File: src/gat_lite_pkg.sv
package gat_lite_pkg;

  // feature memory addressing, 4096 words
  localparam int ADDR_W = 12;

  typedef logic [ADDR_W-1:0] addr_t;
  typedef logic [31:0]       data_t;
  typedef logic signed [15:0] weight_t;

  // node header as stored in feature memory
  // nbr_base carries an address in its low ADDR_W bits, the rest is padding
  typedef struct packed {
    logic [15:0] nbr_base;
    logic [15:0] nbr_cnt;
  } node_hdr_t;

  // the aggregator reads one memory word either as a header or as a feature
  typedef union packed {
    data_t     raw;
    node_hdr_t hdr;
  } node_word_u;

  // sticky debug flags, host_wr_seen is bit 4 and aggr_done_seen is bit 0
  typedef struct packed {
    logic host_wr_seen;
    logic dmvm_wr_seen;
    logic dmvm_done_seen;
    logic aggr_rd_seen;
    logic aggr_done_seen;
  } dbg_flags_t;

endpackage

File: src/mem_port_if.sv
interface mem_port_if import gat_lite_pkg::*; ();

  logic  req;
  logic  we;
  addr_t addr;
  data_t wdata;
  logic  gnt;
  data_t rdata;

  // a requester holds req, we, addr and wdata until gnt is seen
  // read data comes back on rdata in the cycle after the grant
  modport requester (
    output req, we, addr, wdata,
    input  gnt, rdata
  );

  modport arbiter (
    input  req, we, addr, wdata,
    output gnt, rdata
  );

endinterface

File: src/feat_mem_arbiter.sv
module feat_mem_arbiter import gat_lite_pkg::*; (
  input  logic         clk,
  input  logic         rst_n,
  mem_port_if.arbiter  host_p,
  mem_port_if.arbiter  dmvm_p,
  mem_port_if.arbiter  aggr_p,
  output logic         mem_en_o,
  output logic         mem_we_o,
  output addr_t        mem_addr_o,
  output data_t        mem_wdata_o,
  input  data_t        mem_rdata_i,
  output logic         wr_stb_o,
  output addr_t        wr_addr_o,
  output data_t        wr_data_o
);

  logic       host_gnt;
  logic       dmvm_gnt;
  logic       aggr_gnt;
  // owner of the read in flight, bit 2 host, bit 1 dmvm, bit 0 aggr
  logic [2:0] rd_own_q;

  // fixed priority, the host is never held off
  assign host_gnt = host_p.req;
  assign dmvm_gnt = dmvm_p.req && !host_p.req;
  assign aggr_gnt = aggr_p.req && !host_p.req && !dmvm_p.req;

  assign host_p.gnt = host_gnt;
  assign dmvm_p.gnt = dmvm_gnt;
  assign aggr_p.gnt = aggr_gnt;

  assign mem_en_o = host_gnt || dmvm_gnt || aggr_gnt;

  always_comb begin
    mem_we_o    = 1'b0;
    mem_addr_o  = '0;
    mem_wdata_o = '0;
    if (host_gnt) begin
      mem_we_o    = host_p.we;
      mem_addr_o  = host_p.addr;
      mem_wdata_o = host_p.wdata;
    end else if (dmvm_gnt) begin
      mem_we_o    = dmvm_p.we;
      mem_addr_o  = dmvm_p.addr;
      mem_wdata_o = dmvm_p.wdata;
    end else if (aggr_gnt) begin
      mem_we_o    = aggr_p.we;
      mem_addr_o  = aggr_p.addr;
      mem_wdata_o = aggr_p.wdata;
    end
  end

  always_ff @(posedge clk or negedge rst_n) begin
    if (!rst_n) begin
      rd_own_q <= '0;
    end else begin
      rd_own_q <= {host_gnt && !host_p.we, dmvm_gnt && !dmvm_p.we, aggr_gnt && !aggr_p.we};
    end
  end

  // only the peer that won the read sees the returning word
  assign host_p.rdata = rd_own_q[2] ? mem_rdata_i : '0;
  assign dmvm_p.rdata = rd_own_q[1] ? mem_rdata_i : '0;
  assign aggr_p.rdata = rd_own_q[0] ? mem_rdata_i : '0;

  assign wr_stb_o  = mem_en_o && mem_we_o;
  assign wr_addr_o = mem_addr_o;
  assign wr_data_o = mem_wdata_o;

endmodule

File: src/flat_wrapper.sv
// flat-port wrapper written by rule: the top's interface ports become plain ports
module feat_mem_arbiter_flat import gat_lite_pkg::*;
  (clk, rst_n, mem_en_o, mem_we_o, mem_addr_o, mem_wdata_o, mem_rdata_i, wr_stb_o, wr_addr_o, wr_data_o, host_p_req, host_p_we, host_p_addr, host_p_wdata, host_p_gnt, host_p_rdata, dmvm_p_req, dmvm_p_we, dmvm_p_addr, dmvm_p_wdata, dmvm_p_gnt, dmvm_p_rdata, aggr_p_req, aggr_p_we, aggr_p_addr, aggr_p_wdata, aggr_p_gnt, aggr_p_rdata);
  mem_port_if host_p_i ();
  mem_port_if dmvm_p_i ();
  mem_port_if aggr_p_i ();
  input  logic clk;
  input  logic rst_n;
  output logic mem_en_o;
  output logic mem_we_o;
  output addr_t mem_addr_o;
  output data_t mem_wdata_o;
  input  data_t mem_rdata_i;
  output logic wr_stb_o;
  output addr_t wr_addr_o;
  output data_t wr_data_o;
  input wire logic [$bits(host_p_i.req)-1:0] host_p_req;
  input wire logic [$bits(host_p_i.we)-1:0] host_p_we;
  input wire logic [$bits(host_p_i.addr)-1:0] host_p_addr;
  input wire logic [$bits(host_p_i.wdata)-1:0] host_p_wdata;
  output wire logic [$bits(host_p_i.gnt)-1:0] host_p_gnt;
  output wire logic [$bits(host_p_i.rdata)-1:0] host_p_rdata;
  input wire logic [$bits(dmvm_p_i.req)-1:0] dmvm_p_req;
  input wire logic [$bits(dmvm_p_i.we)-1:0] dmvm_p_we;
  input wire logic [$bits(dmvm_p_i.addr)-1:0] dmvm_p_addr;
  input wire logic [$bits(dmvm_p_i.wdata)-1:0] dmvm_p_wdata;
  output wire logic [$bits(dmvm_p_i.gnt)-1:0] dmvm_p_gnt;
  output wire logic [$bits(dmvm_p_i.rdata)-1:0] dmvm_p_rdata;
  input wire logic [$bits(aggr_p_i.req)-1:0] aggr_p_req;
  input wire logic [$bits(aggr_p_i.we)-1:0] aggr_p_we;
  input wire logic [$bits(aggr_p_i.addr)-1:0] aggr_p_addr;
  input wire logic [$bits(aggr_p_i.wdata)-1:0] aggr_p_wdata;
  output wire logic [$bits(aggr_p_i.gnt)-1:0] aggr_p_gnt;
  output wire logic [$bits(aggr_p_i.rdata)-1:0] aggr_p_rdata;
  assign host_p_i.req = host_p_req;
  assign host_p_i.we = host_p_we;
  assign host_p_i.addr = host_p_addr;
  assign host_p_i.wdata = host_p_wdata;
  assign host_p_gnt = host_p_i.gnt;
  assign host_p_rdata = host_p_i.rdata;
  assign dmvm_p_i.req = dmvm_p_req;
  assign dmvm_p_i.we = dmvm_p_we;
  assign dmvm_p_i.addr = dmvm_p_addr;
  assign dmvm_p_i.wdata = dmvm_p_wdata;
  assign dmvm_p_gnt = dmvm_p_i.gnt;
  assign dmvm_p_rdata = dmvm_p_i.rdata;
  assign aggr_p_i.req = aggr_p_req;
  assign aggr_p_i.we = aggr_p_we;
  assign aggr_p_i.addr = aggr_p_addr;
  assign aggr_p_i.wdata = aggr_p_wdata;
  assign aggr_p_gnt = aggr_p_i.gnt;
  assign aggr_p_rdata = aggr_p_i.rdata;
  feat_mem_arbiter u_core (.clk(clk), .rst_n(rst_n), .host_p(host_p_i), .dmvm_p(dmvm_p_i), .aggr_p(aggr_p_i), .mem_en_o(mem_en_o), .mem_we_o(mem_we_o), .mem_addr_o(mem_addr_o), .mem_wdata_o(mem_wdata_o), .mem_rdata_i(mem_rdata_i), .wr_stb_o(wr_stb_o), .wr_addr_o(wr_addr_o), .wr_data_o(wr_data_o));
endmodule
File: config.mk
export PLATFORM = sky130hd
export DESIGN_NAME = feat_mem_arbiter_flat
export DESIGN_NICKNAME = d
export VERILOG_FILES = /design/src/gat_lite_pkg.sv /design/src/mem_port_if.sv /design/src/feat_mem_arbiter.sv /design/src/flat_wrapper.sv
export SDC_FILE = /design/constraint.sdc
export NUM_CORES = 1
export LEC_CHECK = 0
export ABC_AREA = 0
export BUFFER_PORTS_ARGS = -buffer_cell sky130_fd_sc_hd__buf_4
export CAP_MARGIN = 20
export CELL_PAD_IN_SITES_DETAIL_PLACEMENT = 0
export CELL_PAD_IN_SITES_GLOBAL_PLACEMENT = 2
export CORE_MARGIN = 5
export CORE_UTILIZATION = 13
export CTS_BUF_LIST = sky130_fd_sc_hd__clkbuf_8
export DETAILED_ROUTE_END_ITERATION = 7
export PLACE_DENSITY_LB_ADDON = 0.1
export SKIP_CTS_REPAIR_TIMING = 1
export SYNTH_ARGS = -nofsm -noshare
export SYNTH_HDL_FRONTEND = slang
export SYNTH_SLANG_ARGS = --single-unit
File: constraint.sdc
create_clock -name clk -period 1.8 [get_ports clk]
set_input_delay 0.36 -clock clk [delete_from_list [all_inputs] [get_ports clk]]
set_output_delay 0.36 -clock clk [all_outputs]
set_load 0.1 [all_outputs]
==> After elaboration in Yosys (flattened, before gate mapping) <==
Index checks and enable logic that the tools add are counted.
{ "classes": {"n_shift": 0, "magnitude_cmp": 0, "n_mux": 12, "n_eq_ne": 0, "n_bitwise": 0, "n_div": 0, "addsub": 0, "multipliers": 0, "reduce_logical": 14} }
{ "ops": {"columns": ["op", "count"], "rows": [
  ["$mux W32", 6],
  ["$mux W12", 3],
  ["$logic_and A1 B1 Y1", 7],
  ["$logic_not A1 Y1", 5],
  ["$mux W1", 3],
  ["$logic_or A1 B1 Y1", 2]
]} }
{ "word_totals": {"memories": 0, "regBits": 3, "ram_bits": 0, "latchBits": 0, "input_bits": 172, "out_inout_bits": 190, "romBits": 0} }

==> Logic depth before layout (Yosys ltp) <==
{ "depth": {"ltp_word": 7, "depth_mapped": 5} }

==> Worst setup path after synthesis <==
OpenSTA, ideal clock, no wires.
{ "synth_path": {"path_kind": "input-to-output", "start": "input dmvm_p_req", "end": "output wr_addr_o[10]", "stages": 5, "t_arrival_ns": 2.772, "required_time_ns": 1.440, "path_slack_ns": -1.332, "cell_sequence": "buf_6 -> buf_6 -> nand3b_1 -> a21oi_1 -> buf_4"} }
{ "synth_between": {"elab_chain_len": 5} }
{ "synth_lines": {"columns": ["element", "line_no", "text"], "rows": [
  ["start, declared", "flat_wrapper.sv:23", "input wire logic [$bits(dmvm_p_i.req)-1:0] dmvm_p_req;"],
  ["$logic_not A1 Y1", "feat_mem_arbiter.sv:26", "assign aggr_gnt = aggr_p.req && !host_p.req && !dmvm_p.req;"],
  ["$logic_and A1 B1 Y1", "feat_mem_arbiter.sv:26", null],
  ["$mux W12", "feat_mem_arbiter.sv:46", "end else if (aggr_gnt) begin"],
  ["$mux W12 (*)", "feat_mem_arbiter.sv:42", "end else if (dmvm_gnt) begin"],
  ["$mux W12 (*)", "feat_mem_arbiter.sv:38", "if (host_gnt) begin"],
  ["end, declared", "flat_wrapper.sv:15", "output addr_t wr_addr_o;"]
]} }
Every way passes the cells marked *; elsewhere a longest branch is shown, timed or not.

==> Worst setup path after layout <==
{ "layout_path": {"start": "input dmvm_p_req", "end": "output mem_addr_o[4]"} }
{ "layout_between": {"elab_chain_len": 5} }
{ "layout_lines": {"columns": ["element", "line_no", "text"], "rows": [
  ["$logic_not A1 Y1", "feat_mem_arbiter.sv:26", null],
  ["$logic_and A1 B1 Y1", "feat_mem_arbiter.sv:26", null],
  ["$mux W12", "feat_mem_arbiter.sv:46", null],
  ["$mux W12 (*)", "feat_mem_arbiter.sv:42", null],
  ["$mux W12 (*)", "feat_mem_arbiter.sv:38", null],
  ["end, declared", "flat_wrapper.sv:11", "output addr_t mem_addr_o;"]
]} }
Marked as above.

==> out/qor.csv <==
stage,metric,value,unit
grt,largest net degree at the start of global routing,44,
clocking,total CTS buffers,3,
grt,initial antenna violation count,0,
power,VDD IR max,0.301,mV
critical_path,Worst Path Required,1440,ps
floorplanning,Top Ports,362,
critical_path,Worst Path Max Fanout,37,
clocking,Clock transition at path regs,30,ps
drt,WL met1,4740,µm
sta,fin crit share,0.986,
power,Final Power,3.33,mW
layout,area growth from synthesis to layout,142,%
drt,WL/cell,16.7,µm
grt,GRT overflow,0,
critical_path,Setup crit start,dmvm_p_req,
drt,first-pass iteration count of the detailed router,4,
layout,Nets,844,
placed_design,port bufs,361,
critical_path,critical path launch point type,input port,
drt,total routed wirelength,15000,µm
clocking,CTS tree,yes,
sta,Final Setup Violations,0,
sta,Least-Margin Pin Slew,436,ps
clocking,H-tree depth,1,
yosys,mux cell area share after synthesis,0,
yosys,post-synthesis compound-gate area fraction,0.194,
layout,# fillers,1936,
yosys,"Cell Area, Synth",2350,µm²
drt,met3 WL post-DR,1840,µm
grt,vias in the first global route,3499,
drt,1st-iter DRT viols,57,
sta,pins over their slew limit,0,
critical_path,Slowest cell on crit path,buf_4,
min_path,HP Start,aggr_p_we,
clocking,CTS root buffer,clkbuf_8,
placed_design,pre-CTS setup slack,23.9,ps
floorplanning,Die Height,144,µm
drt,met2 routed WL,8350,µm
sta,max_slew headroom,0.709,
min_path,Worst Hold Class,input port to flip-flop,
min_path,Hold EP,u_core.rd_own_q[0],
sta,minimum clock period,1780,ps
drt,DRC viols,0,
sta,unrepaired setup endpoints after global routing,yes,
clocking,clock tree buffer depth,2,
yosys,post-synthesis xor/xnor area fraction,0,
layout,# diodes,0,
placed_design,DP HPWL,13100,µm
power,power per cell area,588,nW/µm²
critical_path,critical path endpoint category,primary output,
floorplanning,Core Area,17800,µm²
sta,Max Freq,0.563,GHz
layout,Biggest register,u_core.rd_own_q,
yosys,post-synthesis average cell area,6.45,µm²
critical_path,slowest cell delay on critical path,310,ps
sta,final hold viol count,0,
yosys,syn_nets,536,
layout,layout cells sized above 1,0.653,
critical_path,Worst Path Arrival,1420,ps
critical_path,most used cell along the critical path,buf_4,
grt,global-route wire length before repair,20600,µm
drt,highest metal used,met4,
yosys,Netlist cell types,12,
layout,area occupied by multi-input gates,2270,µm²
drt,drt via density,3.93,
layout,Final Core Density,0.318,
floorplanning,row cnt,49,
clocking,clk sinks,3,
layout,Regs by FF count,u_core.rd_own_q (3),
placed_design,GP Congestion,0.760,
power,LEAKAGE,2.72,nW
yosys,largest family of logic cells by synthesized area,simple AND/OR/NAND/NOR gates,
critical_path,worst path cell trace,buf_4 -> buf_12 -> nand3b_1 -> a21oi_4 -> buf_4,
layout,sequential cell area,75.1,µm²
critical_path,kind of critical path,input port to primary output,
yosys,Synth Instances,364,
yosys,Yosys reg bits,3,
yosys,adder-cell share of the synthesized area,0,
floorplanning,chip width,144,µm
floorplanning,Initial Utilization,0.131,
grt,Total GRT Usage,0.125,
yosys,Synth Warn #,0,
outcome,status,"finished, final reports clean",
sta,setup ws final,25.0,ps
yosys,simple-gate portion of the synthesized area,0.537,
min_path,worst hold path stage count,2,
drt,Vias,3537,
yosys,sequential element share of the synthesized area,0.0320,
drt,Routed Antenna Nets,0,
floorplanning,die area,20800,µm²
layout,max reg flops,3,
run,max-cap violations,0,
## placed cells by master, fill, tap and decap left out
cell type	count
buf_4	368
and2_1	96
a21oi_4	46
nand3b_1	45
a21oi_1	44
nor2b_1	41
buf_12	8
buf_6	5
nor2b_4	4
clkbuf_8	3
dfrtp_1	3
nor2b_2	2
and2b_1	1
nor3b_2	1
or3_1	1
a21oi_2	1
inv_1	1
dlygate4sd3_1	1
## layout make-up
| cell class | count | area share |
|---|---|---|
| clock inverters | 1 | 0.000662 |
| clock buffers | 3 | 0.00729 |
| repair buffers | 382 | 0.527 |
| flip-flops and latches | 3 | 0.0132 |
| multi-input cells | 282 | 0.401 |
| well taps | 229 | 0.0506 |
## how the worst max path moves through the flow
stage / end / slack, ps / depth (start not counted)
2_1_floorplan: aggr_p_gnt / -290 / 2
6_report: mem_addr_o[4] / 20 / 5
3_3_place_gp: wr_stb_o / 20 / 5
3_5_place_dp: wr_stb_o / 20 / 5
4_1_cts: wr_stb_o / 20 / 5
5_1_grt: mem_addr_o[4] / -0.5 / 5
## through the flow
step           setup TNS [ps]  instances  hold slack [ps]  area [µm²]
2_1_floorplan           -9260        364             64.4        3480
4_1_cts                     0        899            -73.1        5630
3_3_place_gp                0        895              152        5580
6_report                    0        900              307        5670
3_5_place_dp                0        895              154        5580
5_1_grt                -0.497        900              313        5670
## worst max-delay path, delay by kind of cell
kind	cells	cell delay (ps)
AOI/OAI and AO/OA	1	200
buffers and inverters	3	610
and+or+nand+nor	1	220
## kinds of logic (layout without fill, tap and decap cells)
kind of cell           count (synthesis)  in the layout
AO/OA/AOI/OAI                         91             91
buffers and inverters                 79            386
flip-flops                             3              3
AND/OR/NAND/NOR                      191            191
## synth_stat cells (all sizes together)
| master | count | area (µm²) |
|---|---|---|
| and2 | 96 | 601 |
| a21oi | 91 | 455 |
| buf | 67 | 512 |
| nor2b | 47 | 294 |
| nand3b | 45 | 338 |
| clkbuf | 12 | 45.0 |
| dfrtp | 3 | 75.1 |
| and2b | 1 | 7.51 |
| nor3b | 1 | 12.5 |
| or3 | 1 | 6.26 |
## routing by layer
metal  global-route usage  up-vias
li1                     -     1769
met1                0.126     1572
met2                0.254      192
met3               0.0397        4
met4               0.0162        0
met5                    0        -
## power by group
part	switching, mW	internal (mW)
Clock	0.0434	0.145
Sequential	0.00118	0.0705
Combinational	2.28	0.792
Total	2.32	1.01
Power figures use the tool's default switching activity.
