### src/gat_lite_pkg.sv
package gat_lite_pkg;

  // feature memory addressing, 4096 words
  localparam int ADDR_W = 12;

  typedef logic [ADDR_W-1:0] addr_t;
  typedef logic [31:0]       data_t;
  typedef logic signed [15:0] weight_t;

  // node header as stored in feature memory
  // nbr_base carries an address in its low ADDR_W bits, the rest is padding
  typedef struct packed {
    logic [15:0] nbr_base;
    logic [15:0] nbr_cnt;
  } node_hdr_t;

  // the aggregator reads one memory word either as a header or as a feature
  typedef union packed {
    data_t     raw;
    node_hdr_t hdr;
  } node_word_u;

  // sticky debug flags, host_wr_seen is bit 4 and aggr_done_seen is bit 0
  typedef struct packed {
    logic host_wr_seen;
    logic dmvm_wr_seen;
    logic dmvm_done_seen;
    logic aggr_rd_seen;
    logic aggr_done_seen;
  } dbg_flags_t;

endpackage

### src/debug_monitor.sv
module debug_monitor import gat_lite_pkg::*; #(
  parameter addr_t WATCH_ADDR_A = 12'd10,
  parameter addr_t WATCH_ADDR_B = 12'd20
) (
  input  logic        clk,
  input  logic        rst_n,
  input  logic        dbg_clr_i,
  input  logic        host_wr_i,
  input  logic        dmvm_wr_i,
  input  logic        dmvm_done_i,
  input  logic        aggr_rd_i,
  input  logic        aggr_done_i,
  input  logic        wr_stb_i,
  input  addr_t       wr_addr_i,
  input  data_t       wr_data_i,
  output dbg_flags_t  flags_o,
  output logic [31:0] count_o,
  output data_t       snap_a_o,
  output data_t       snap_b_o
);

  dbg_flags_t  flags_q;
  logic [31:0] count_q;
  data_t       snap_a_q;
  data_t       snap_b_q;

  // ##########################################################
  // sticky flags and aggregation counter, clear wins over a strobe
  always_ff @(posedge clk or negedge rst_n) begin
    if (!rst_n) begin
      flags_q <= '0;
      count_q <= '0;
    end else if (dbg_clr_i) begin
      flags_q <= '0;
      count_q <= '0;
    end else begin
      if (host_wr_i) begin
        flags_q.host_wr_seen <= 1'b1;
      end
      if (dmvm_wr_i) begin
        flags_q.dmvm_wr_seen <= 1'b1;
      end
      if (dmvm_done_i) begin
        flags_q.dmvm_done_seen <= 1'b1;
      end
      if (aggr_rd_i) begin
        flags_q.aggr_rd_seen <= 1'b1;
      end
      if (aggr_done_i) begin
        flags_q.aggr_done_seen <= 1'b1;
        count_q                <= count_q + 32'd1;
      end
    end
  end

  // ##########################################################
  // watch address snapshots, kept across a debug clear
  always_ff @(posedge clk or negedge rst_n) begin
    if (!rst_n) begin
      snap_a_q <= '0;
      snap_b_q <= '0;
    end else begin
      if (wr_stb_i && (wr_addr_i == WATCH_ADDR_A)) begin
        snap_a_q <= wr_data_i;
      end
      if (wr_stb_i && (wr_addr_i == WATCH_ADDR_B)) begin
        snap_b_q <= wr_data_i;
      end
    end
  end

  assign flags_o  = flags_q;
  assign count_o  = count_q;
  assign snap_a_o = snap_a_q;
  assign snap_b_o = snap_b_q;

endmodule

### config.mk
export PLATFORM = sky130hd
export DESIGN_NAME = debug_monitor
export DESIGN_NICKNAME = d
export VERILOG_FILES = /design/src/gat_lite_pkg.sv /design/src/debug_monitor.sv
export SDC_FILE = /design/constraint.sdc
export NUM_CORES = 1
export LEC_CHECK = 0
export CAP_MARGIN = 15
export CELL_PAD_IN_SITES_DETAIL_PLACEMENT = 0
export CELL_PAD_IN_SITES_GLOBAL_PLACEMENT = 2
export CORE_AREA = 3 3 113 115
export CTS_CLUSTER_SIZE = 10
export DETAILED_ROUTE_END_ITERATION = 10
export DIE_AREA = 0 0 116 118
export DONT_BUFFER_PORTS = 1
export PLACE_DENSITY = 0.83
export SKIP_CTS_REPAIR_TIMING = 1
export SLEW_MARGIN = 15
export SYNTH_ARGS = -nofsm -noshare
export SYNTH_HDL_FRONTEND = slang
export SYNTH_SLANG_ARGS = --single-unit
### constraint.sdc
create_clock -name clk -period 1.9 [get_ports clk]
set_clock_uncertainty 0.1 [all_clocks]
set_input_delay 0.57 -clock clk [delete_from_list [all_inputs] [get_ports clk]]
set_output_delay 0.57 -clock clk [all_outputs]
set_load 0.1 [all_outputs]
== Word level (Yosys, flattened, before mapping) ==
Cells that the tools add are included.

* Register bits: 101
* Output and inout port bits: 101
* Word-level logic and storage cells: 26
* Bits of input ports: 53

* Reduce and logical (&&, ||, !) cells: 7
* Add/sub/neg operators: 1
* Equality and inequality tests: 2
* Muxes and demuxes: 8

{| class="wikitable"
|+ Operators with widths
! kind !! count
|-
| $mux W32 || 2
|-
| $add A32 B1 Y32 const B || 1
|-
| $eq A12 B4 Y1 const B || 1
|-
| $eq A12 B5 Y1 const B || 1
|-
| $reduce_bool A2 Y1 || 5
|-
| $mux W1 || 5
|-
| $mux W5 || 1
|-
| $logic_and A1 B1 Y1 || 2
|}

== Longest topological paths before layout ==
Gate-level depths: netlist (run 1).

* Depth in word-level cells: 3
* Depth in mapped cells: 7
* Mapped depth without buffers: 5

== Worst setup path after synthesis (run 1) ==
No wires, ideal clock.

* Path type: register -> register
* From: reg count_q[0], in the netlist count_o[0]
* To: reg count_q[18], in the netlist count_o[18]
* Path buffers: 2
* Required time: 1,675 ps
* Path slack: -803 ps
* Period minus slack after synthesis: 2,703 ps
* Stages on the path, launching flop included: 8
* Library setup time: 125 ps
* Data arrival time: 2,478 ps
* Path through: dfrtp_1 > ha_1 > nand4_2 > or2_1 > buf_6 > buf_6 > nor3b_1 > mux2_2

* Word-level cells in the longest chain between the ends: 3

{| class="wikitable"
|+ RTL lines
! what !! line !! RTL
|-
| start: declaration || debug_monitor.sv:23 || <nowiki>logic [31:0] count_q;</nowiki>
|-
| start signal: assignment || debug_monitor.sv:51 || <nowiki>count_q <= count_q + 32'd1;</nowiki>
|-
| $add A32 B1 Y32 || debug_monitor.sv:51 ||
|-
| $mux W32 || debug_monitor.sv:49 || <nowiki>if (aggr_done_i) begin</nowiki>
|-
| $mux W32 || debug_monitor.sv:33 || <nowiki>end else if (dbg_clr_i) begin</nowiki>
|}

No other way between the ends. The select of a mux whose other input is x is not followed.
A chain may end at the register's enable or synchronous reset.

== Worst setup path after layout (run 1) ==
* From: reg count_q[1], in the netlist count_o[1]
* To: out count_o[1]

{| class="wikitable"
|+ RTL lines
! what !! line !! RTL
|-
| end: declaration || debug_monitor.sv:17 || <nowiki>output logic [31:0] count_o,</nowiki>
|}

No word-level cell between the ends.

==> results of run 1 <==
==> logic make-up after synthesis <==
group,count (synthesis)
AO/OA/AOI/OAI,28
XOR/XNOR,11
multiplexers,71
adder cells (fa/ha/maj),1
AND/OR/NAND/NOR,102
buffers and inverters,20
flip-flops,101
==> through the flow <==
stage / hold WS (ns) / setup TNS, ns / setup WS (ns) / utilization / power, W
after floorplan: 0.174 / -1.47 / -0.239 / - / 0.00240
after global routing: -0.207 / -0.0146 / -0.0146 / 0.451 / 0.00445
after global placement: 0.178 / -0.0428 / -0.0261 / 0.417 / 0.00242
after detailed placement: 0.178 / -0.0890 / -0.0320 / 0.417 / 0.00242
after CTS: -0.199 / -4.39 / -0.0875 / 0.444 / 0.00436
final: -0.181 / 0 / 0.0243 / 0.451 / 0.00430
==> layer usage <==
metal	global-route usage	up-vias	wire length (um)
li1	-	1279	-
met1	0.166	1427	3520
met2	0.242	126	4970
met3	0.0740	13	1200
met4	0.0537	0	161
met5	0	-	0
==> synthesized netlist by cell type (all sizes together) <==
cell | instances | area [um2]
o21ai | 8 | 40.0
xor2 | 8 | 70.1
ha | 1 | 12.5
inv | 2 | 7.51
mux2i | 1 | 10.0
clkbuf | 5 | 18.8
and2 | 1 | 6.26
and3 | 2 | 12.5
nand2 | 12 | 45.0
o31ai | 6 | 45.0
and4b | 1 | 10.0
a21oi | 14 | 70.1
nor2b | 6 | 37.5
and4 | 7 | 62.6
nor3b | 2 | 15.0
or2 | 1 | 6.26
dfrtp | 101 | 2530
or4 | 6 | 45.0
nand3 | 8 | 40.0
mux2 | 70 | 788
xnor2 | 3 | 26.3
buf | 13 | 71.3
or3 | 8 | 50.1
nand4 | 10 | 68.8
nor3 | 3 | 15.0
nor4bb | 2 | 20.0
nor2 | 28 | 105
nor4 | 5 | 31.3
==> how the worst max path moves through the flow <==
stage	from	to	cells after the start
4_1_cts	snap_a_o[7]	snap_a_o[7]	0
5_1_grt	count_o[1]	count_o[1]	2
3_3_place_gp	aggr_done_i	count_o[22]	4
6_report	count_o[1]	count_o[1]	2
3_5_place_dp	aggr_done_i	count_o[12]	5
2_1_floorplan	count_o[0]	count_o[18]	7
==> layout make-up <==
cell class,count,area (um2)
fillers,1098,6530
inverters,2,7.51
repair buffers,51,445
clock buffers,10,239
clock inverters,6,73.8
well taps,147,184
flip-flops and latches,101,2710
multi-input cells,213,1720
==> registers in the layout, summed over array words and instances (netlist names) <==
signal,cells
count_o,32
snap_a_o,32
snap_b_o,32
flags_o,5
==> power by group through the flow <==
stage               Combinational [W]  Sequential, W  Clock, W
global route                 0.000160        0.00222   0.00207
CTS                          0.000154        0.00222   0.00198
floorplan                   0.0000445        0.00236         0
detailed placement           0.000154        0.00227         0
finish                       0.000153        0.00222   0.00192
global placement             0.000152        0.00226         0
==> layout by cell type (no fill, tap or decap), types with 2 or more instances in the layout <==
cell,count
o31ai_1,6
a21oi_1,11
dfrtp_2,65
nor2b_1,6
mux2_2,68
buf_12,5
inv_1,2
a21oi_2,3
and4_1,5
nand2_2,2
nand4_1,9
inv_6,4
buf_4,46
o21ai_0,8
xor2_1,8
dfrtp_4,27
or4_1,5
clkbuf_16,9
nand2_1,10
nor2_1,28
nor4bb_1,2
nand3_1,8
dfrtp_1,9
nor4_2,4
and3_1,2
or3_1,8
xnor2_1,3
nor3_1,2
==> summary.md, run 1 <==
| Metric | Value |
|---|---|
| Post-route cell area | 5380 um2 |
| Simple-gate share of the synthesized area | 0.134 |
| Crit-path max cell delay | 0.49 ns |
| Sw Share | 0.235 |
| Critical register-to-register path startpoint | count_o[17] |
| Xor/xnor share of the synthesized area | 0.0226 |
| Die Y | 118 um |
| Int Power | 0.00329 W |
| Net Sw Power | 0.00101 W |
| Crit start category | register |
| Vias/cell | 5.37 |
| CP Cell Sequence | buf_4 -> buf_4 |
| Syn avg cell area | 12.7 um2 |
| Num CTS Buffers | 9 |
| Logic gate share of total power | 0.036 |
| Initial DRC count | 139 |
| Main combinational cell family by area after synthesis | multiplexers |
| Core ar. | 11,900 um2 |
| Initial antenna violation count | 0 |
| Post-DP HPWL | 6960 um |
| First-pass DRT Iterations | 5 |
| Worst hold margin | -0.181 ns |
| CTS H-Tree Depth | 3 |
| Worst r2r path cells | 5 |
| ANT cells | 0 |
| Cell Area, Synth | 4260 um2 |
| Area share of fa/ha/maj cells after synthesis | 0.00294 |
| Placed Area | 4970 um2 |
| Synth cell types | 34 |
| Layout cells sized above 1 | 0.640 |
| Placed cells | 514 |
| Final nets | 432 |
| PD cells | 799 nW/um2 |
| # rows | 40 |
| Num ports | 154 |
| Width of the chip | 116 um |
| Post-synthesis register bit count | 101 |
| Crit path required time | 1.23 ns |
| Slowest stage cell, crit path | dfrtp_4 |
| Clock transition at path regs | 0.07 ns |
| Maximum vdd drop | 0.000352 V |
| Crit path max fanout | 3 |
| Failing checks | hold timing |
| Seq/Total Area, Yosys | 0.594 |
| Critical path class | reg -> out |
| Worst endpoint data arrival time | 1.21 ns |
| R2R setup slack | 0.11 ns |
| CTS sink count | 101 |
| Skew-Pair Late Insertion Delay | 0.34 ns |
| Synthesized Nets | 388 |
| Post-Synthesis Cells | 334 |
| Starting Density | 0.357 |
| Min Clock Period, post-route | 1.88 ns |
| Vias in the first global route | 3,144 |
| Status | finished with violations |
| Area grow syn2layout | 26.3% |
| Global-route wire length before repair | 16,000 um |
| Crit path max-delay family | flip-flops |
| # DRC | 0 |
| ANT nets after route | 0 |
| Leakage | 2.33 nW |
| Post-synthesis mux area share | 0.187 |
| Clk Tree Root Cell | clkbuf_16 |
| Slew @ Worst Pin | 0.509 ns |
| CP Capture Type | primary output |
| DRT Wirelength | 9850 um |
| Max Cap Violations | 0 |
| Largest net degree at the start of global routing | 102 |
| GRT overflow | 0 |
| Die Area | 13,700 um2 |
| GPL Wtd Cong | 0.772 |
| Ys Warns | 0 |
| Flop pwr share | 0.517 |
| Via Count | 2,845 |
| Most used cell, CP | buf_4 |
| Rel. slew slack | 0.660 |
| Endpoints failing setup | 0 |
| Max-slew violations | 0 |
| Clock Path Buffers | 2 |
| WP buf/inv | 2 |
| Routed WL per cell | 18.6 um |
| GRT Util Overall | 0.149 |
| Clock group share of total power | 0.447 |
| Compound-gate portion of the synthesized area | 0.0364 |
| Port buffer count | 0 |
| Peak Freq | 533 MHz |
| R2R Path End | count_o[20] |
| CTS tree | done |
| Post-Layout Cell Count | 530 |
| Final hold vios | 101 |
| HP Class | in -> async |
| Period utilization | 0.987 |
| RSZ-0062 raised after global routing | yes |
(Power assumes the default switching activity.)
==> run 2: changes to the inputs <==
--- a/config.mk
+++ b/config.mk
@@ -14,6 +14,8 @@
 export DIE_AREA = 0 0 116 118
 export DONT_BUFFER_PORTS = 1
 export PLACE_DENSITY = 0.83
+export REMOVE_ABC_BUFFERS = 1
+export SETUP_SLACK_MARGIN = 0.15
 export SKIP_CTS_REPAIR_TIMING = 1
 export SLEW_MARGIN = 15
 export SYNTH_ARGS = -nofsm -noshare
==> run 2 against run 1 <==
The flow finishes with violations (hold timing, setup timing). Wire length rose by 3.5%. Global-route usage rose by 0.19 points. Sequential power barely moved. First-iteration DRC count shrank 34%. Die area is the same.
==> summary.md, run 2 (synthesis results as in run 1) <==
| Metric | Value |
|---|---|
| Via Count | 2,933 |
| ANT cells | 0 |
| GRT Util Overall | 0.151 |
| CTS sink count | 101 |
| Vias in the first global route | 2,987 |
| CTS H-Tree Depth | 3 |
| Crit path required time | 2.03 ns |
| Layout cells sized above 1 | 0.579 |
| Max-slew violations | 0 |
| Global-route wire length before repair | 16,200 um |
| RSZ-0062 raised after global routing | yes |
| DRT Wirelength | 10,200 um |
| First-pass DRT Iterations | 4 |
| Rel. slew slack | 0.659 |
| Clock Path Buffers | 2 |
| Num CTS Buffers | 9 |
| Routed WL per cell | 18.3 um |
| Area grow syn2layout | 34.6% |
| Initial DRC count | 92 |
| Final worst-path setup slack | -0.0461 ns |
| Slew @ Worst Pin | 0.511 ns |
| PD cells | 764 nW/um2 |
| Starting Density | 0.357 |
| Crit start category | register |
| Largest net degree at the start of global routing | 102 |
| Setup_tns | -0.162 ns |
| Min Clock Period, post-route | 1.95 ns |
| CP Capture Type | register |
| Vias/cell | 5.28 |
| Peak Freq | 514 MHz |
| CTS tree | done |
| GPL Wtd Cong | 0.739 |
| Port buffer count | 0 |
| Worst endpoint data arrival time | 2.07 ns |
| Maximum vdd drop | 0.000647 V |
| Flop pwr share | 0.505 |
| Initial antenna violation count | 0 |
| # rows | 40 |
| GRT overflow | 0 |
| Final nets | 458 |
| Worst hold margin | -0.192 ns |
| Status | finished with violations |
| Net Sw Power | 0.000990 W |
| Sw Share | 0.226 |
| Die Y | 118 um |
| Endpoints failing setup | 5 |
| Core ar. | 11,900 um2 |
| Period utilization | 1.02 |
| FILL cells | 1,044 |
| Clock transition at path regs | 0.07 ns |
| Total power | 0.00438 W |
| Crit path max fanout | 5 |
| Logic gate share of total power | 0.041 |
| Clk Tree Root Cell | clkbuf_16 |
| Critical path class | reg -> reg |
| Max Cap Violations | 0 |
| HP Class | in -> async |
| Commonest non-fill, non-tap cells in the layout | mux2_2, dfrtp_1, dfrtp_2 |
| Most common cell after layout, fill and taps aside | mux2_2 |
| ANT nets after route | 0 |
| Int Power | 0.00339 W |
| Num ports | 154 |
| Failing checks | hold timing, setup timing |
| Clock group share of total power | 0.454 |
| Post-DP HPWL | 7160 um |
| Final hold vios | 101 |
| Die Area | 13,700 um2 |
| Width of the chip | 116 um |
| Skew-Pair Late Insertion Delay | 0.34 ns |
| Leakage | 2.60 nW |
| # DRC | 0 |
==> run 2: changes by cell type in the layout (fill, tap and decap cells not counted), moves of 5 or more <==
cell / change
buf_6: +6
a21oi_1: -5
dfrtp_2: -15
dfrtp_4: -27
a21oi_2: +5
dfrtp_1: +42
buf_12: +17
==> run 2: metal layers <==
layer / global-route usage / routed length [um] / vias up
met3: 0.0432 / 582 / 22
met5: 0 / 0 / -
met2: 0.246 / 5360 / 89
met1: 0.178 / 3970 / 1485
li1: - / - / 1337
met4: 0.0754 / 285 / 0
==> run 2: final cells by class <==
cell class / instances / area, um2 / area share
sequential: 101 / 2590 / 0.452
multi-input combinational: 213 / 1730 / 0.302
timing repair buffer: 77 / 898 / 0.157
clock buffer: 10 / 229 / 0.0399
tap: 147 / 184 / 0.0321
clock inverter: 6 / 91.3 / 0.0159
inverter: 2 / 7.51 / 0.00131
==> run 2: through the flow <==
| stage | std cells | worst slack, ns | hold slack [ns] | instance area (um2) | util |
|---|---|---|---|---|---|
| 5_1_grt | 556 | -0.163 | -0.215 | 5730 | 0.481 |
| 2_1_floorplan | 316 | -0.818 | 0.174 | 4170 | - |
| 4_1_cts | 551 | -0.118 | -0.207 | 5440 | 0.457 |
| 6_report | 556 | -0.0461 | -0.192 | 5730 | 0.481 |
| 3_3_place_gp | 535 | -0.0656 | 0.176 | 5120 | 0.430 |
| 3_5_place_dp | 535 | -0.0989 | 0.176 | 5120 | 0.430 |
==> run 2: worst paths after layout <==
kind                                   start            to  slack [ns]  depth (start not counted)
worst min-delay path                   rst_n  snap_a_o[22]       -0.19                          0
worst min register to register  snap_a_o[19]  snap_a_o[19]        0.48                          1
min in group clk                   dbg_clr_i    count_o[9]        0.19                          1
worst max register to register    count_o[1]   count_o[28]       -0.05                          5
max in group asynchronous              rst_n    count_o[2]        1.73                          0
worst max-delay path              count_o[1]   count_o[28]       -0.05                          5
==> run 2: worst max-delay path: stages (launching register included) <==
cell and delay (ns):
dfrtp_1 0.41, ha_2 0.22, nand4_2 0.11, or2_4 0.30, nor4_1 0.33, mux2_2 0.37
==> run 2: power by group through the flow <==
stage / Sequential [W] / Combinational, W / Clock, W
after floorplan: 0.00235 / 0.0000288 / 0
after global placement: 0.00225 / 0.000163 / 0
after detailed placement: 0.00225 / 0.000165 / 0
after CTS: 0.00221 / 0.000165 / 0.00204
after global routing: 0.00221 / 0.000187 / 0.00213
final: 0.00221 / 0.000178 / 0.00199
