<file path="config.mk">
export PLATFORM = sky130hd
export DESIGN_NAME = aggr_unit_flat
export DESIGN_NICKNAME = d
export VERILOG_FILES = /design/src/gat_lite_pkg.sv /design/src/mem_port_if.sv /design/src/aggr_unit.sv /design/src/flat_wrapper.sv
export SDC_FILE = /design/constraint.sdc
export NUM_CORES = 1
export LEC_CHECK = 0
export ABC_AREA = 0
export ABC_CLOCK_PERIOD_IN_PS = 7500
export BUFFER_PORTS_ARGS = -buffer_cell sky130_fd_sc_hd__buf_2
export CORE_ASPECT_RATIO = 1.4
export CORE_MARGIN = 3
export CORE_UTILIZATION = 50
export DETAILED_ROUTE_END_ITERATION = 6
export GPL_ROUTABILITY_DRIVEN = 0
export HOLD_SLACK_MARGIN = 0.1
export PLACE_DENSITY = 0.8
export SLEW_MARGIN = 40
export SYNTH_ARGS = -nofsm -noshare
export SYNTH_HDL_FRONTEND = slang
export SYNTH_SLANG_ARGS = --single-unit
</file>
<file path="constraint.sdc">
create_clock -name clk -period 7.5 [get_ports clk]
set_input_delay 1.875 -clock clk [delete_from_list [all_inputs] [get_ports clk]]
set_output_delay 1.875 -clock clk [all_outputs]
set_load 0.005 [all_outputs]
</file>
<file path="src/gat_lite_pkg.sv">
package gat_lite_pkg;

  // feature memory addressing, 4096 words
  localparam int ADDR_W = 12;

  typedef logic [ADDR_W-1:0] addr_t;
  typedef logic [31:0]       data_t;
  typedef logic signed [15:0] weight_t;

  // node header as stored in feature memory
  // nbr_base carries an address in its low ADDR_W bits, the rest is padding
  typedef struct packed {
    logic [15:0] nbr_base;
    logic [15:0] nbr_cnt;
  } node_hdr_t;

  // the aggregator reads one memory word either as a header or as a feature
  typedef union packed {
    data_t     raw;
    node_hdr_t hdr;
  } node_word_u;

  // sticky debug flags, host_wr_seen is bit 4 and aggr_done_seen is bit 0
  typedef struct packed {
    logic host_wr_seen;
    logic dmvm_wr_seen;
    logic dmvm_done_seen;
    logic aggr_rd_seen;
    logic aggr_done_seen;
  } dbg_flags_t;

endpackage

</file>
<file path="src/mem_port_if.sv">
interface mem_port_if import gat_lite_pkg::*; ();

  logic  req;
  logic  we;
  addr_t addr;
  data_t wdata;
  logic  gnt;
  data_t rdata;

  // a requester holds req, we, addr and wdata until gnt is seen
  // read data comes back on rdata in the cycle after the grant
  modport requester (
    output req, we, addr, wdata,
    input  gnt, rdata
  );

  modport arbiter (
    input  req, we, addr, wdata,
    output gnt, rdata
  );

endinterface

</file>
<file path="src/aggr_unit.sv">
module aggr_unit import gat_lite_pkg::*; (
  input  logic           clk,
  input  logic           rst_n,
  input  logic           start_i,
  input  addr_t          node_addr_i,
  mem_port_if.requester  mem,
  output logic           rd_stb_o,
  output data_t          sum_o,
  output logic           sum_vld_o
);

  localparam logic [2:0] S_IDLE = 3'd0;
  localparam logic [2:0] S_HDR  = 3'd1;
  localparam logic [2:0] S_HDAT = 3'd2;
  localparam logic [2:0] S_FEAT = 3'd3;
  localparam logic [2:0] S_DONE = 3'd4;

  logic [2:0]  state_q;
  logic [15:0] issued_q;
  logic        rd_vld_q;
  addr_t       node_q;
  addr_t       base_q;
  logic [15:0] cnt_q;
  data_t       acc_q;
  node_word_u  rd_word;
  addr_t       hdr_base;
  logic [15:0] hdr_cnt;
  logic        feat_last;

  // the same returning word is a header in S_HDAT and a feature in S_FEAT
  assign rd_word.raw = mem.rdata;
  assign hdr_base    = rd_word.hdr.nbr_base[ADDR_W-1:0];
  assign hdr_cnt     = rd_word.hdr.nbr_cnt;

  assign rd_stb_o = ((state_q == S_HDAT) || (state_q == S_FEAT)) && mem.gnt;

  // one read in flight at most, so data with every read granted is the last word
  assign feat_last = rd_vld_q && (issued_q == cnt_q);

  // ##########################################################
  // memory port
  // the header read goes out with start, the first feature read with the header
  always_comb begin
    mem.req  = 1'b0;
    mem.addr = node_q;
    case (state_q)
      S_IDLE: begin
        mem.req  = start_i;
        mem.addr = node_addr_i;
      end
      S_HDR: begin
        mem.req = 1'b1;
      end
      S_HDAT: begin
        mem.req  = (hdr_cnt != 16'd0);
        mem.addr = hdr_base;
      end
      S_FEAT: begin
        mem.req  = (issued_q != cnt_q);
        mem.addr = base_q + issued_q[ADDR_W-1:0];
      end
      default: begin
        mem.req = 1'b0;
      end
    endcase
  end

  assign mem.we    = 1'b0;
  assign mem.wdata = '0;

  // ##########################################################
  // sequencing and accumulation
  always_ff @(posedge clk or negedge rst_n) begin
    if (!rst_n) begin
      state_q  <= S_IDLE;
      issued_q <= '0;
      rd_vld_q <= 1'b0;
    end else begin
      rd_vld_q <= rd_stb_o;
      case (state_q)
        S_IDLE: begin
          if (start_i) begin
            state_q <= mem.gnt ? S_HDAT : S_HDR;
          end
        end
        S_HDR: begin
          if (mem.gnt) begin
            state_q <= S_HDAT;
          end
        end
        S_HDAT: begin
          issued_q <= rd_stb_o ? 16'd1 : 16'd0;
          state_q  <= (hdr_cnt == 16'd0) ? S_DONE : S_FEAT;
        end
        S_FEAT: begin
          if (rd_stb_o) begin
            issued_q <= issued_q + 16'd1;
          end
          if (feat_last) begin
            state_q <= S_DONE;
          end
        end
        default: begin
          state_q <= S_IDLE;
        end
      endcase
    end
  end

  always_ff @(posedge clk) begin
    if ((state_q == S_IDLE) && start_i) begin
      node_q <= node_addr_i;
      acc_q  <= '0;
    end
    if (state_q == S_HDAT) begin
      base_q <= hdr_base;
      cnt_q  <= hdr_cnt;
    end
    if ((state_q == S_FEAT) && rd_vld_q) begin
      acc_q <= acc_q + rd_word.raw;
    end
  end

  assign sum_o     = acc_q;
  assign sum_vld_o = (state_q == S_DONE);

endmodule

</file>
<file path="src/flat_wrapper.sv">
// flat-port wrapper written by rule: the top's interface ports become plain ports
module aggr_unit_flat import gat_lite_pkg::*;
  (clk, rst_n, start_i, node_addr_i, rd_stb_o, sum_o, sum_vld_o, mem_req, mem_we, mem_addr, mem_wdata, mem_gnt, mem_rdata);
  mem_port_if mem_i ();
  input  logic clk;
  input  logic rst_n;
  input  logic start_i;
  input  addr_t node_addr_i;
  output logic rd_stb_o;
  output data_t sum_o;
  output logic sum_vld_o;
  output wire logic [$bits(mem_i.req)-1:0] mem_req;
  output wire logic [$bits(mem_i.we)-1:0] mem_we;
  output wire logic [$bits(mem_i.addr)-1:0] mem_addr;
  output wire logic [$bits(mem_i.wdata)-1:0] mem_wdata;
  input wire logic [$bits(mem_i.gnt)-1:0] mem_gnt;
  input wire logic [$bits(mem_i.rdata)-1:0] mem_rdata;
  assign mem_req = mem_i.req;
  assign mem_we = mem_i.we;
  assign mem_addr = mem_i.addr;
  assign mem_wdata = mem_i.wdata;
  assign mem_i.gnt = mem_gnt;
  assign mem_i.rdata = mem_rdata;
  aggr_unit u_core (.clk(clk), .rst_n(rst_n), .start_i(start_i), .node_addr_i(node_addr_i), .mem(mem_i), .rd_stb_o(rd_stb_o), .sum_o(sum_o), .sum_vld_o(sum_vld_o));
endmodule
</file>
# After elaboration in Yosys (flattened, before gate mapping)
# Index checks and enable logic that the tools add are counted.
[word_totals]
elab_cells = 45
out_inout_bits = 80
regBits = 92
[classes]
n_addsub = 3
eq_ne = 10
n_mux = 13
reduce_logical = 12
[op_table]
columns = ["op", "n"]
rows = [
  ["32-bit two-way mux", 2],
  ["12-bit one-hot mux with 3 select lines", 1],
  ["32-bit adder", 1],
  ["16-bit one-hot mux with 2 select lines", 1],
  ["16-bit by 1-bit adder with 16-bit output (second input constant)", 1],
  ["16-bit == test", 1],
  ["16-bit logical NOT", 1],
  ["16-bit two-way mux", 1],
  ["16-bit inequality test", 1],
  ["16-bit nonzero test", 1],
  ["12-bit adder", 1],
  ["3-bit two-way mux", 4],
  ["3-bit one-hot mux with 4 select lines", 1],
  ["3-bit by 2-bit == test with 1-bit output (second input constant)", 2],
  ["1-bit logical AND", 4],
  ["2-bit by 1-bit inequality test with 1-bit output (second input constant)", 2],
  ["2-bit inequality test (second input constant)", 2],
  ["1-bit one-hot mux with 4 select lines", 1],
  ["2-bit nonzero test", 2],
  ["3-bit by 1-bit == test with 1-bit output (second input constant)", 1],
  ["3-bit == test (second input constant)", 1],
  ["3-bit logical NOT", 1],
  ["3-bit AND reduction", 1],
  ["2-bit two-way mux", 1],
  ["other kinds (3)", 3],
]

# Longest topological paths before layout
# Gate-level depths: netlist (run 1).
[depth]
word_depth = 5
ltp_mapped = 9
mapped_depth_nobuf = 9

# Least setup slack after synthesis (run 1)
# OpenSTA, ideal clock, no wires.
[synth_path]
kind = "input port to output port"
from = "in mem_rdata[3]"
to = "out mem_req"
path_slack_ps = 3055
cell_stages = 6
arrival_ps = 2570
cell_sequence = "nor4_1 nand4_1 nand2_1 a21oi_1 a21oi_1 nor2_1"
[synth_between]
elab_chain_cells = 2
[synth_rtl]
columns = ["item", "line_no", "source"]
rows = [
  ["from (decl)", "flat_wrapper.sv:17", "input wire logic [$bits(mem_i.rdata)-1:0] mem_rdata;"],
  ["16-bit nonzero test", "aggr_unit.sv:55", "mem.req = (hdr_cnt != 16'd0);"],
  ["1-bit one-hot mux with 4 select lines", "aggr_unit.sv:46", "case (state_q)"],
  ["to (decl)", "flat_wrapper.sv:12", "output wire logic [$bits(mem_i.req)-1:0] mem_req;"],
]
# No other way between the ends.

# Worst setup path after layout (run 1)
[layout_path]
from = "in mem_rdata[13]"
to = "out mem_req"
# The elaborated chain is that of the path after synthesis.

==> impl_metrics.py, run 1 <==
metrics = {
    "outcome": {
        "status": "completed",
    },
    "synthesis": {
        "synth_cell_type_count": 71,
        "synth-warning-count": 0,
        "synth_top_area_share_pct": 34.41,
        "synth_area_um2": 6284,
        "synth_top_cell_by_area": "edfxtp_1",
        "yosys-top-cells-count": "73 x nor2_1, 72 x edfxtp_1, 44 x a21oi_1",
        "yosysMostFrequentCell": "nor2_1",
        "synth-edff-count": 72,
        "synth_area_leaders": "edfxtp_1 34%, ha_1 8.6%, dfrtp_1 8.0%, xor2_1 5.7%, nor2_1 4.4%",
        "synth-seq-cells": 92,
        "synth_ff_type": "edfxtp_1",
        "async_flop_share_pct": 21.74,
        "synthCells": 633,
        "synth.avg_cell_area_um2": 9.927,
        "synth-seq-area-share_pct": 42.37,
    },
    "power_and_ir_drop": {
        "seq_power_share_pct": 35.4,
        "ir_drop_uv": 166.9,
        "switchingPower_uw": 977.5,
        "powerDensity_nw_per_um2": 337.4,
        "internal_power_mw": 1.395,
        "power_frac_clock_pct": 17.6,
        "finalPower_mw": 2.372,
        "p_sw_share_pct": 41.21,
        "p_leak_nw": 2.996,
        "pwr-share-comb_pct": 47.0,
    },
    "sta": {
        "worst_pin_slew_ps": 760.7,
        "rsz0062_at_grt": "false",
        "fin_worst_skew_ps": 7.443,
        "fmax_mhz": 197.7,
        "period_needed_ps": 5059,
        "worst_slack_ps": 2441,
        "setup_viol": 0,
        "slew-limit-headroom_pct": 49.10,
        "finalCritPeriodShare_pct": 67.46,
        "slew_violations": 0,
        "whs_ps": 573.0,
        "hold_viol_final": 0,
        "setup-tns-final_ps": 0,
    },
    "routing": {
        "viasPerCell": 6.104,
        "routedWlPerCell_um": 19.38,
        "drc": 0,
        "first_iter_violations": 369,
        "drt_pass1_iterations": 5,
        "drtAntennaViolNets": 0,
        "routed_wl_mm": 16.92,
        "num_vias": 5329,
    },
    "floorplan": {
        "ioPinCount": 128,
        "die-height_um": 138.6,
        "die_width_um": 100.7,
        "dieArea_um2": 13970,
        "num_rows": 47,
        "start_util_pct": 52.12,
        "design.core.area_um2": 12060,
    },
    "cells_and_area": {
        "stdcell_count": 873,
        "final.fill_count": 1013,
        "register_area_um2": 2664,
        "nets": 814,
        "syn_to_final_growth_pct": 11.91,
        "diodes": 0,
        "drive_above_1_share_pct": 17.91,
        "multiInputGateArea_um2": 3387,
    },
    "clock_tree": {
        "clockBufferDepth": 2,
        "cts_root_buffer": "clkbuf_16",
        "cts_tree": "yes",
        "cts_resized": 0,
        "htree_levels": 3,
        "post_cts_buffers": 0,
        "cts_hold_buf": 0,
        "cts_buffers": 9,
        "clkTransAtPathRegs_ps": 60,
        "cts.sinks": 92,
        "clk_latency_ps": 350,
    },
    "setup_path": {
        "end_kind": "output port",
        "critical_path.startpoint_type": "input pin",
        "slowest_delay_ps": 340,
        "cp.arrival_ps": 3180,
        "cp_cell_sequence": "buf_2 > nor4_1 > nand4_1 > nand2_1 > a21oi_1 > a21oi_1 > nor2_1 > buf_2",
        "setup.worst_path.class": "input pin to output port",
        "path_delay_family": "simple AND/OR/NAND/NOR gates",
        "worst-path-buf-inv": 2,
        "cp_slowest_cell": "nor4_1",
        "required_ps": 5620,
        "reg2reg_setup_slack_ps": 4220,
        "path_max_fanout": 3,
    },
    "flow_run": {
        "cap_viol_max_count": 0,
    },
    "grt": {
        "track_usage_pct": 24.11,
        "grt_max_degree": 44,
        "grt_overflow": 0,
        "first_global_vias": 5260,
        "grt_pass1_wl_mm": 26.65,
        "antenna_found_initial": 0,
    },
    "min_path": {
        "hold_class": "register to register",
    },
    "placement": {
        "place_ws_ps": 2472,
        "dp_hpwl_mm": 12.71,
        "port_buffers": 94,
        "placed_cells": 857,
    },
}
## worst paths after layout
check                                                startpoint                              end  cells past startpoint
worst max-delay path                              mem_rdata[13]                          mem_req                      8
worst min-delay path            u_core.issued_q[15]$_DFFE_PN0P_  u_core.issued_q[15]$_DFFE_PN0P_                      2
worst max register to register    u_core.state_q[1]$_DFFE_PN0P_    u_core.sum_o[6]$_SDFFCE_PN0P_                      5
worst min register to register  u_core.issued_q[15]$_DFFE_PN0P_  u_core.issued_q[15]$_DFFE_PN0P_                      2
max in group asynchronous                                 rst_n    u_core.state_q[2]$_DFFE_PN0P_                      1
min in group asynchronous                                 rst_n    u_core.state_q[1]$_DFFE_PN0P_                      1
## power groups by stage
stage | sequential (mW) | clock [mW] | combinational, mW
2_1_floorplan | 0.792 | 0 | 0.788
3_3_place_gp | 0.844 | 0 | 1.07
3_5_place_dp | 0.845 | 0 | 1.09
4_1_cts | 0.836 | 0.421 | 1.11
5_1_grt | 0.855 | 0.439 | 1.22
6_report | 0.839 | 0.418 | 1.12
## cell type report
cell class | count | area share (%)
clock buffers | 12 | 3.363
multi-input cells | 510 | 48.17
repair buffers | 97 | 7.011
well taps | 147 | 2.616
clock inverters | 4 | 0.3737
inverters | 11 | 0.5872
flip-flops and latches | 92 | 37.88
## cell families after synthesis
group | share of synthesized area (%)
AO/OA/AOI/OAI | 16.07
adder cells (fa/ha/maj) | 9.200
AND/OR/NAND/NOR | 15.97
XOR/XNOR | 8.781
multiplexers | 1.792
buffers and inverters | 5.755
flip-flops | 42.37
other | 0.05968
## layout by cell type (no fill, tap or decap), drive strengths merged, types with 12 or more instances in the layout
| master | synthesis | final |
|---|---|---|
| a21o | 15 | 15 |
| a21oi | 47 | 47 |
| buf | 38 | 97 |
| clkbuf | 14 | 12 |
| conb | 1 | 33 |
| dfrtp | 20 | 20 |
| edfxtp | 72 | 72 |
| ha | 43 | 43 |
| nand2 | 36 | 36 |
| nand3 | 17 | 17 |
| nor2 | 73 | 73 |
| nor3 | 18 | 18 |
| o21ai | 27 | 27 |
| xnor2 | 22 | 22 |
| xor2 | 41 | 41 |
## worst reg2reg max path: cells and delay by family, from the launching register on
| family | cells | cell delay (ps) |
|---|---|---|
| buffers and inverters | 1 | 420 |
| DFF | 1 | 780 |
| and+or+nand+nor | 4 | 1710 |
## registers in the layout, indices dropped and copies added (netlist names)
| signal | cells |
|---|---|
| u_core.sum_o | 32 |
| u_core.cnt_q | 16 |
| u_core.issued_q | 16 |
| u_core.base_q | 12 |
| u_core.node_q | 12 |
| u_core.state_q | 3 |
| u_core.rd_vld_q | 1 |
## metrics by stage
step           utilization, %  instance area [um2]
2_1_floorplan               -                 6404
3_3_place_gp            56.12                 6765
3_5_place_dp            56.14                 6768
4_1_cts                 58.32                 7030
5_1_grt                 58.33                 7032
6_report                58.33                 7032
## per-layer routing
layer	up-vias	share of wire, %	track usage, %
li1	2452	-	-
met1	2538	37	27.67
met2	283	52	42.21
met3	56	7.1	3.372
met4	0	4.5	13.27
met5	-	0	0
Note: power is estimated with default switching activity, not from simulation.
==> run 2: changes to the inputs <==
--- a/config.mk
+++ b/config.mk
@@ -6,7 +6,7 @@
 export NUM_CORES = 1
 export LEC_CHECK = 0
 export ABC_AREA = 0
-export ABC_CLOCK_PERIOD_IN_PS = 7500
+export ABC_CLOCK_PERIOD_IN_PS = 4650
 export BUFFER_PORTS_ARGS = -buffer_cell sky130_fd_sc_hd__buf_2
 export CORE_ASPECT_RATIO = 1.4
 export CORE_MARGIN = 3
@@ -14,7 +14,7 @@
 export DETAILED_ROUTE_END_ITERATION = 6
 export GPL_ROUTABILITY_DRIVEN = 0
 export HOLD_SLACK_MARGIN = 0.1
-export PLACE_DENSITY = 0.8
+export PLACE_DENSITY = 0.83
 export SLEW_MARGIN = 40
 export SYNTH_ARGS = -nofsm -noshare
 export SYNTH_HDL_FRONTEND = slang
==> constraint.sdc (replaced) <==
create_clock -name clk -period 4.65 [get_ports clk]
set_input_delay 1.1625 -clock clk [delete_from_list [all_inputs] [get_ports clk]]
set_output_delay 1.1625 -clock clk [all_outputs]
set_load 0.005 [all_outputs]
==> impl_metrics.py, run 2 (synthesis gave the netlist of run 1 again) <==
metrics = {
    "floorplan": {
        "ioPinCount": 128,
        "num_rows": 47,
        "design.core.area_um2": 12060,
        "die_width_um": 100.7,
        "die-height_um": 138.6,
        "dieArea_um2": 13970,
        "start_util_pct": 52.12,
    },
    "setup_path": {
        "crit_path_frequent_cell": "a21oi_1",
        "worst-path-buf-inv": 1,
        "worstReg2RegEnd": "u_core.sum_o[23]$_SDFFCE_PN0P_",
        "rr_startpoint": "u_core.sum_o[1]$_SDFFCE_PN0P_",
        "cp_cell_sequence": "ha_1 > fa_1 > a21o_1 > a21oi_1 > o21a_1 > o21bai_1 > a21oi_1 > nor4b_1 > a211oi_1 > buf_2",
        "end_kind": "output port",
        "critical_path.startpoint_type": "register",
        "cp_num_cells": 10,
        "required_ps": 3490,
        "cp_slowest_cell": "dfrtp_1",
        "rr_worst_depth": 8,
        "reg2reg_setup_slack_ps": 1700,
        "path_max_fanout": 5,
        "slowest_delay_ps": 450,
        "cp.arrival_ps": 2990,
        "path_delay_family": "compound AO/OA/AOI/OAI gates",
        "setup.worst_path.class": "register to output port",
    },
    "power_and_ir_drop": {
        "ir_drop_uv": 252.9,
        "p_leak_nw": 3.034,
        "powerDensity_nw_per_um2": 557.0,
    },
    "routing": {
        "viasPerCell": 6.104,
        "drt_pass1_iterations": 5,
        "routedWlPerCell_um": 19.64,
        "drc": 0,
        "first_iter_violations": 540,
        "routed_wl_mm": 17.21,
        "drtAntennaViolNets": 0,
        "num_vias": 5347,
    },
    "clock_tree": {
        "cts_resized": 0,
        "post_cts_buffers": 0,
        "cts.sinks": 92,
        "clockBufferDepth": 2,
        "clk_latency_ps": 350,
        "clkTransAtPathRegs_ps": 70,
        "cts_tree": "yes",
        "htree_levels": 3,
        "cts_buffers": 9,
        "cts_root_buffer": "clkbuf_16",
        "cts_hold_buf": 0,
    },
    "cells_and_area": {
        "nets": 817,
        "final_common_cell": "buf_2",
        "drive_above_1_share_pct": 18.24,
        "largest_register_ffs": 32,
        "syn_to_final_growth_pct": 13.14,
        "layout_common_cells": "94 x buf_2, 73 x nor2_1, 72 x edfxtp_1, 44 x a21oi_1, 43 x ha_1",
        "finalCoreUtilization_pct": 58.97,
        "diodes": 0,
        "stdcell_count": 876,
    },
    "sta": {
        "finalCritPeriodShare_pct": 89.26,
        "fin_worst_skew_ps": 7.503,
        "setup_viol": 0,
        "hold_viol_final": 0,
        "fmax_mhz": 240.9,
        "setup-tns-final_ps": 0,
        "slew-limit-headroom_pct": 47.50,
        "rsz0062_at_grt": "false",
        "slew_violations": 0,
        "whs_ps": 584.9,
        "period_needed_ps": 4151,
        "worst_slack_ps": 499.4,
        "worst_pin_slew_ps": 787.6,
    },
    "grt": {
        "grt_max_degree": 44,
        "track_usage_pct": 24.71,
        "first_global_vias": 5513,
        "grt_pass1_wl_mm": 27.68,
        "grt_overflow": 0,
        "antenna_found_initial": 0,
    },
    "placement": {
        "port_buffers": 94,
        "place_ws_ps": 935.9,
        "placed_cells": 860,
        "dp_hpwl_mm": 12.73,
    },
    "min_path": {
        "min_to": "u_core.issued_q[15]$_DFFE_PN0P_",
        "hold_class": "register to register",
        "min_from": "u_core.issued_q[15]$_DFFE_PN0P_",
        "holdPathStages": 2,
    },
    "flow_run": {
        "cap_viol_max_count": 0,
    },
    "outcome": {
        "status": "completed",
    },
}
## run 2: cell type report
class                   count  area (um2)
clock buffers               9       225.2
multi-input cells         510        3385
well taps                 147       183.9
clock inverters             7       96.34
fillers                   967        4946
inverters                  11       41.29
repair buffers            100       515.5
flip-flops and latches     92        2663
## run 2: worst max-delay path by stage
stage / start / endpoint
final: u_core.issued_q[0]$_DFFE_PN0P_ / mem_addr[8]
after global routing: u_core.issued_q[1]$_DFFE_PN0P_ / mem_addr[11]
after CTS: u_core.issued_q[1]$_DFFE_PN0P_ / mem_addr[11]
after detailed placement: mem_rdata[1] / mem_req
after global placement: u_core.issued_q[0]$_DFFE_PN0P_ / mem_addr[8]
after floorplan: start_i / u_core.sum_o[0]$_SDFFCE_PN0P_
## run 2: metrics by stage
stage,area [um2],total power [mW]
after global routing,7109,4.208
after global placement,6788,3.067
final,7109,3.960
after CTS,7109,3.934
after floorplan,6404,2.548
after detailed placement,6788,3.116
## run 2: layer usage
| metal | track usage, % | wire (um) | part of all wire (%) | vias to the layer above |
|---|---|---|---|---|
| met4 | 13.13 | 838 | 4.9 | 0 |
| met3 | 3.372 | 1160 | 6.7 | 70 |
| met5 | 0 | 0 | 0 | - |
| met1 | 29.11 | 6252 | 36 | 2529 |
| li1 | - | - | - | 2461 |
| met2 | 42.73 | 8956 | 52 | 287 |
## run 2: tightest hold or removal path, cell delays in order (launching register included)
cell and delay (ps):
dfrtp_1 380, xor2_1 80, nor2_1 80
## run 2: power by group
part / switching [mW] / total (mW) / leakage (nW) / internal (mW)
clock network: 0.335 / 0.809 / 0.150 / 0.473
registers: 0.183 / 1.34 / 0.949 / 1.16
logic: 1.07 / 1.81 / 1.94 / 0.740
==> run 3: changes to the inputs <==
--- a/config.mk
+++ b/config.mk
@@ -10,11 +10,12 @@
 export BUFFER_PORTS_ARGS = -buffer_cell sky130_fd_sc_hd__buf_2
 export CORE_ASPECT_RATIO = 1.4
 export CORE_MARGIN = 3
-export CORE_UTILIZATION = 50
+export CORE_UTILIZATION = 30
 export DETAILED_ROUTE_END_ITERATION = 6
 export GPL_ROUTABILITY_DRIVEN = 0
 export HOLD_SLACK_MARGIN = 0.1
-export PLACE_DENSITY = 0.83
+export PLACE_DENSITY = 0.57
+export SETUP_SLACK_MARGIN = 0.4
 export SLEW_MARGIN = 40
 export SYNTH_ARGS = -nofsm -noshare
 export SYNTH_HDL_FRONTEND = slang
==> impl_metrics.py, run 3 (synthesis gave the netlist of run 1 again) <==
metrics = {
    "floorplan": {
        "ioPinCount": 128,
        "die_width_um": 128.3,
        "dieArea_um2": 22740,
        "num_rows": 62,
        "start_util_pct": 30.57,
        "design.core.area_um2": 20560,
        "die-height_um": 177.2,
    },
    "clock_tree": {
        "cts_hold_buf": 0,
        "cts_buffers": 9,
        "cts.sinks": 92,
        "cts_tree": "yes",
        "htree_levels": 3,
        "clockBufferDepth": 2,
        "post_cts_buffers": 0,
        "clk_latency_ps": 350,
        "cts_resized": 0,
        "cts_root_buffer": "clkbuf_16",
        "clkTransAtPathRegs_ps": 70,
    },
    "sta": {
        "hold_viol_final": 0,
        "setup_viol": 0,
        "slew_violations": 0,
        "worst_slack_ps": 586.5,
        "fmax_mhz": 246.1,
        "period_needed_ps": 4064,
        "slew-limit-headroom_pct": 57.64,
        "rsz0062_at_grt": "false",
        "finalCritPeriodShare_pct": 87.39,
        "worst_pin_slew_ps": 635.1,
        "setup-tns-final_ps": 0,
        "fin_worst_skew_ps": 6.893,
    },
    "grt": {
        "grt_pass1_wl_mm": 27.66,
        "first_global_vias": 5066,
        "grt_max_degree": 44,
        "antenna_found_initial": 0,
        "track_usage_pct": 15.50,
        "grt_overflow": 0,
    },
    "routing": {
        "routedWlPerCell_um": 18.00,
        "num_vias": 4992,
        "drc": 0,
        "drt_pass1_iterations": 5,
        "first_iter_violations": 247,
        "drtAntennaViolNets": 0,
        "viasPerCell": 5.063,
        "routed_wl_mm": 17.75,
    },
    "placement": {
        "place_ws_ps": 899.3,
        "placed_cells": 970,
        "port_buffers": 94,
        "place_area_um2": 6937,
        "dp_hpwl_mm": 13.79,
    },
    "power_and_ir_drop": {
        "p_sw_share_pct": 40.44,
        "switchingPower_mw": 1.588,
        "seq_power_share_pct": 33.7,
        "internal_power_mw": 2.339,
        "pwr-share-comb_pct": 46.9,
        "power_frac_clock_pct": 19.4,
        "p_leak_nw": 3.037,
        "ir_drop_uv": 167.8,
        "powerDensity_nw_per_um2": 541.8,
    },
    "setup_path": {
        "path_max_fanout": 5,
        "worstReg2RegEnd": "u_core.sum_o[23]$_SDFFCE_PN0P_",
        "critical_path.startpoint_type": "register",
        "cp.arrival_ps": 2900,
        "rr_startpoint": "u_core.sum_o[1]$_SDFFCE_PN0P_",
        "reg2reg_setup_slack_ps": 1740,
        "required_ps": 3490,
        "end_kind": "output port",
        "setup.worst_path.class": "register to output port",
        "rr_worst_depth": 8,
    },
    "cells_and_area": {
        "final.fill_count": 2096,
        "diodes": 0,
        "stdcell_count": 986,
        "stdcell_area_um2": 7247,
        "largest_register_ffs": 32,
        "multiInputGateArea_um2": 3396,
        "final_common_cell": "buf_2",
        "nets": 818,
        "drive_above_1_share_pct": 18.77,
        "register_area_um2": 2664,
        "layout_common_cells": "94 x buf_2, 73 x nor2_1, 72 x edfxtp_1, 44 x a21oi_1, 43 x ha_1",
        "syn_to_final_growth_pct": 15.33,
    },
    "min_path": {
        "hold_class": "register to register",
        "holdPathStages": 2,
        "min_to": "u_core.issued_q[15]$_DFFE_PN0P_",
        "min_from": "u_core.issued_q[15]$_DFFE_PN0P_",
    },
    "flow_run": {
        "cap_viol_max_count": 0,
    },
    "outcome": {
        "status": "completed",
    },
}
==> run 3: area by class of cell <==
cell class              count  share of cell area, %
clock inverters             5                 0.8287
multi-input cells         510                  46.86
inverters                  11                 0.5698
well taps                 256                  4.420
flip-flops and latches     92                  36.76
clock buffers              11                  3.349
repair buffers            101                  7.217
==> run 3: routing by layer <==
metal / vias to the layer above / share of wire (%) / track usage (%)
li1: 2451 / - / -
met1: 2408 / 41 / 18.35
met2: 112 / 54 / 28.09
met3: 21 / 3.6 / 2.415
met4: 0 / 2.0 / 5.442
met5: - / 0 / 0
==> run 3: critical path, cell delays in order (launching register included) <==
cell	delay, ps
dfrtp_1	440
ha_1	230
fa_1	420
a21o_1	200
a21oi_1	290
o21a_1	170
o21bai_1	70
a21oi_1	220
nor4b_1	80
a211oi_1	260
buf_2	170
==> run 3: worst max path at each step <==
stage / from / end / cells after the start
after global placement: mem_rdata[1] / u_core.sum_o[23]$_SDFFCE_PN0P_ / 9
after detailed placement: mem_rdata[1] / mem_req / 8
after global routing: u_core.issued_q[1]$_DFFE_PN0P_ / mem_addr[11] / 9
final: u_core.issued_q[0]$_DFFE_PN0P_ / mem_addr[8] / 10
after floorplan: start_i / u_core.sum_o[0]$_SDFFCE_PN0P_ / 3
after CTS: u_core.issued_q[0]$_DFFE_PN0P_ / mem_addr[8] / 10
==> run 3: metrics by stage <==
stage / power [mW] / util (%) / hold slack, ps
floorplan: 2.548 / - / 523.4
global placement: 3.183 / 33.74 / 544.4
detailed placement: 3.177 / 33.74 / 561.9
CTS: 3.957 / 35.22 / 576.4
global route: 4.213 / 35.25 / 589.0
finish: 3.927 / 35.25 / 566.7
==> run 3: power by group through the flow <==
stage                     sequential [mW]  clock, mW  combinational, mW
after floorplan                      1.28          0               1.27
after global placement               1.34          0               1.84
after detailed placement             1.34          0               1.84
after CTS                            1.33      0.777               1.85
after global routing                 1.35      0.810               2.06
final                                1.32      0.761               1.84
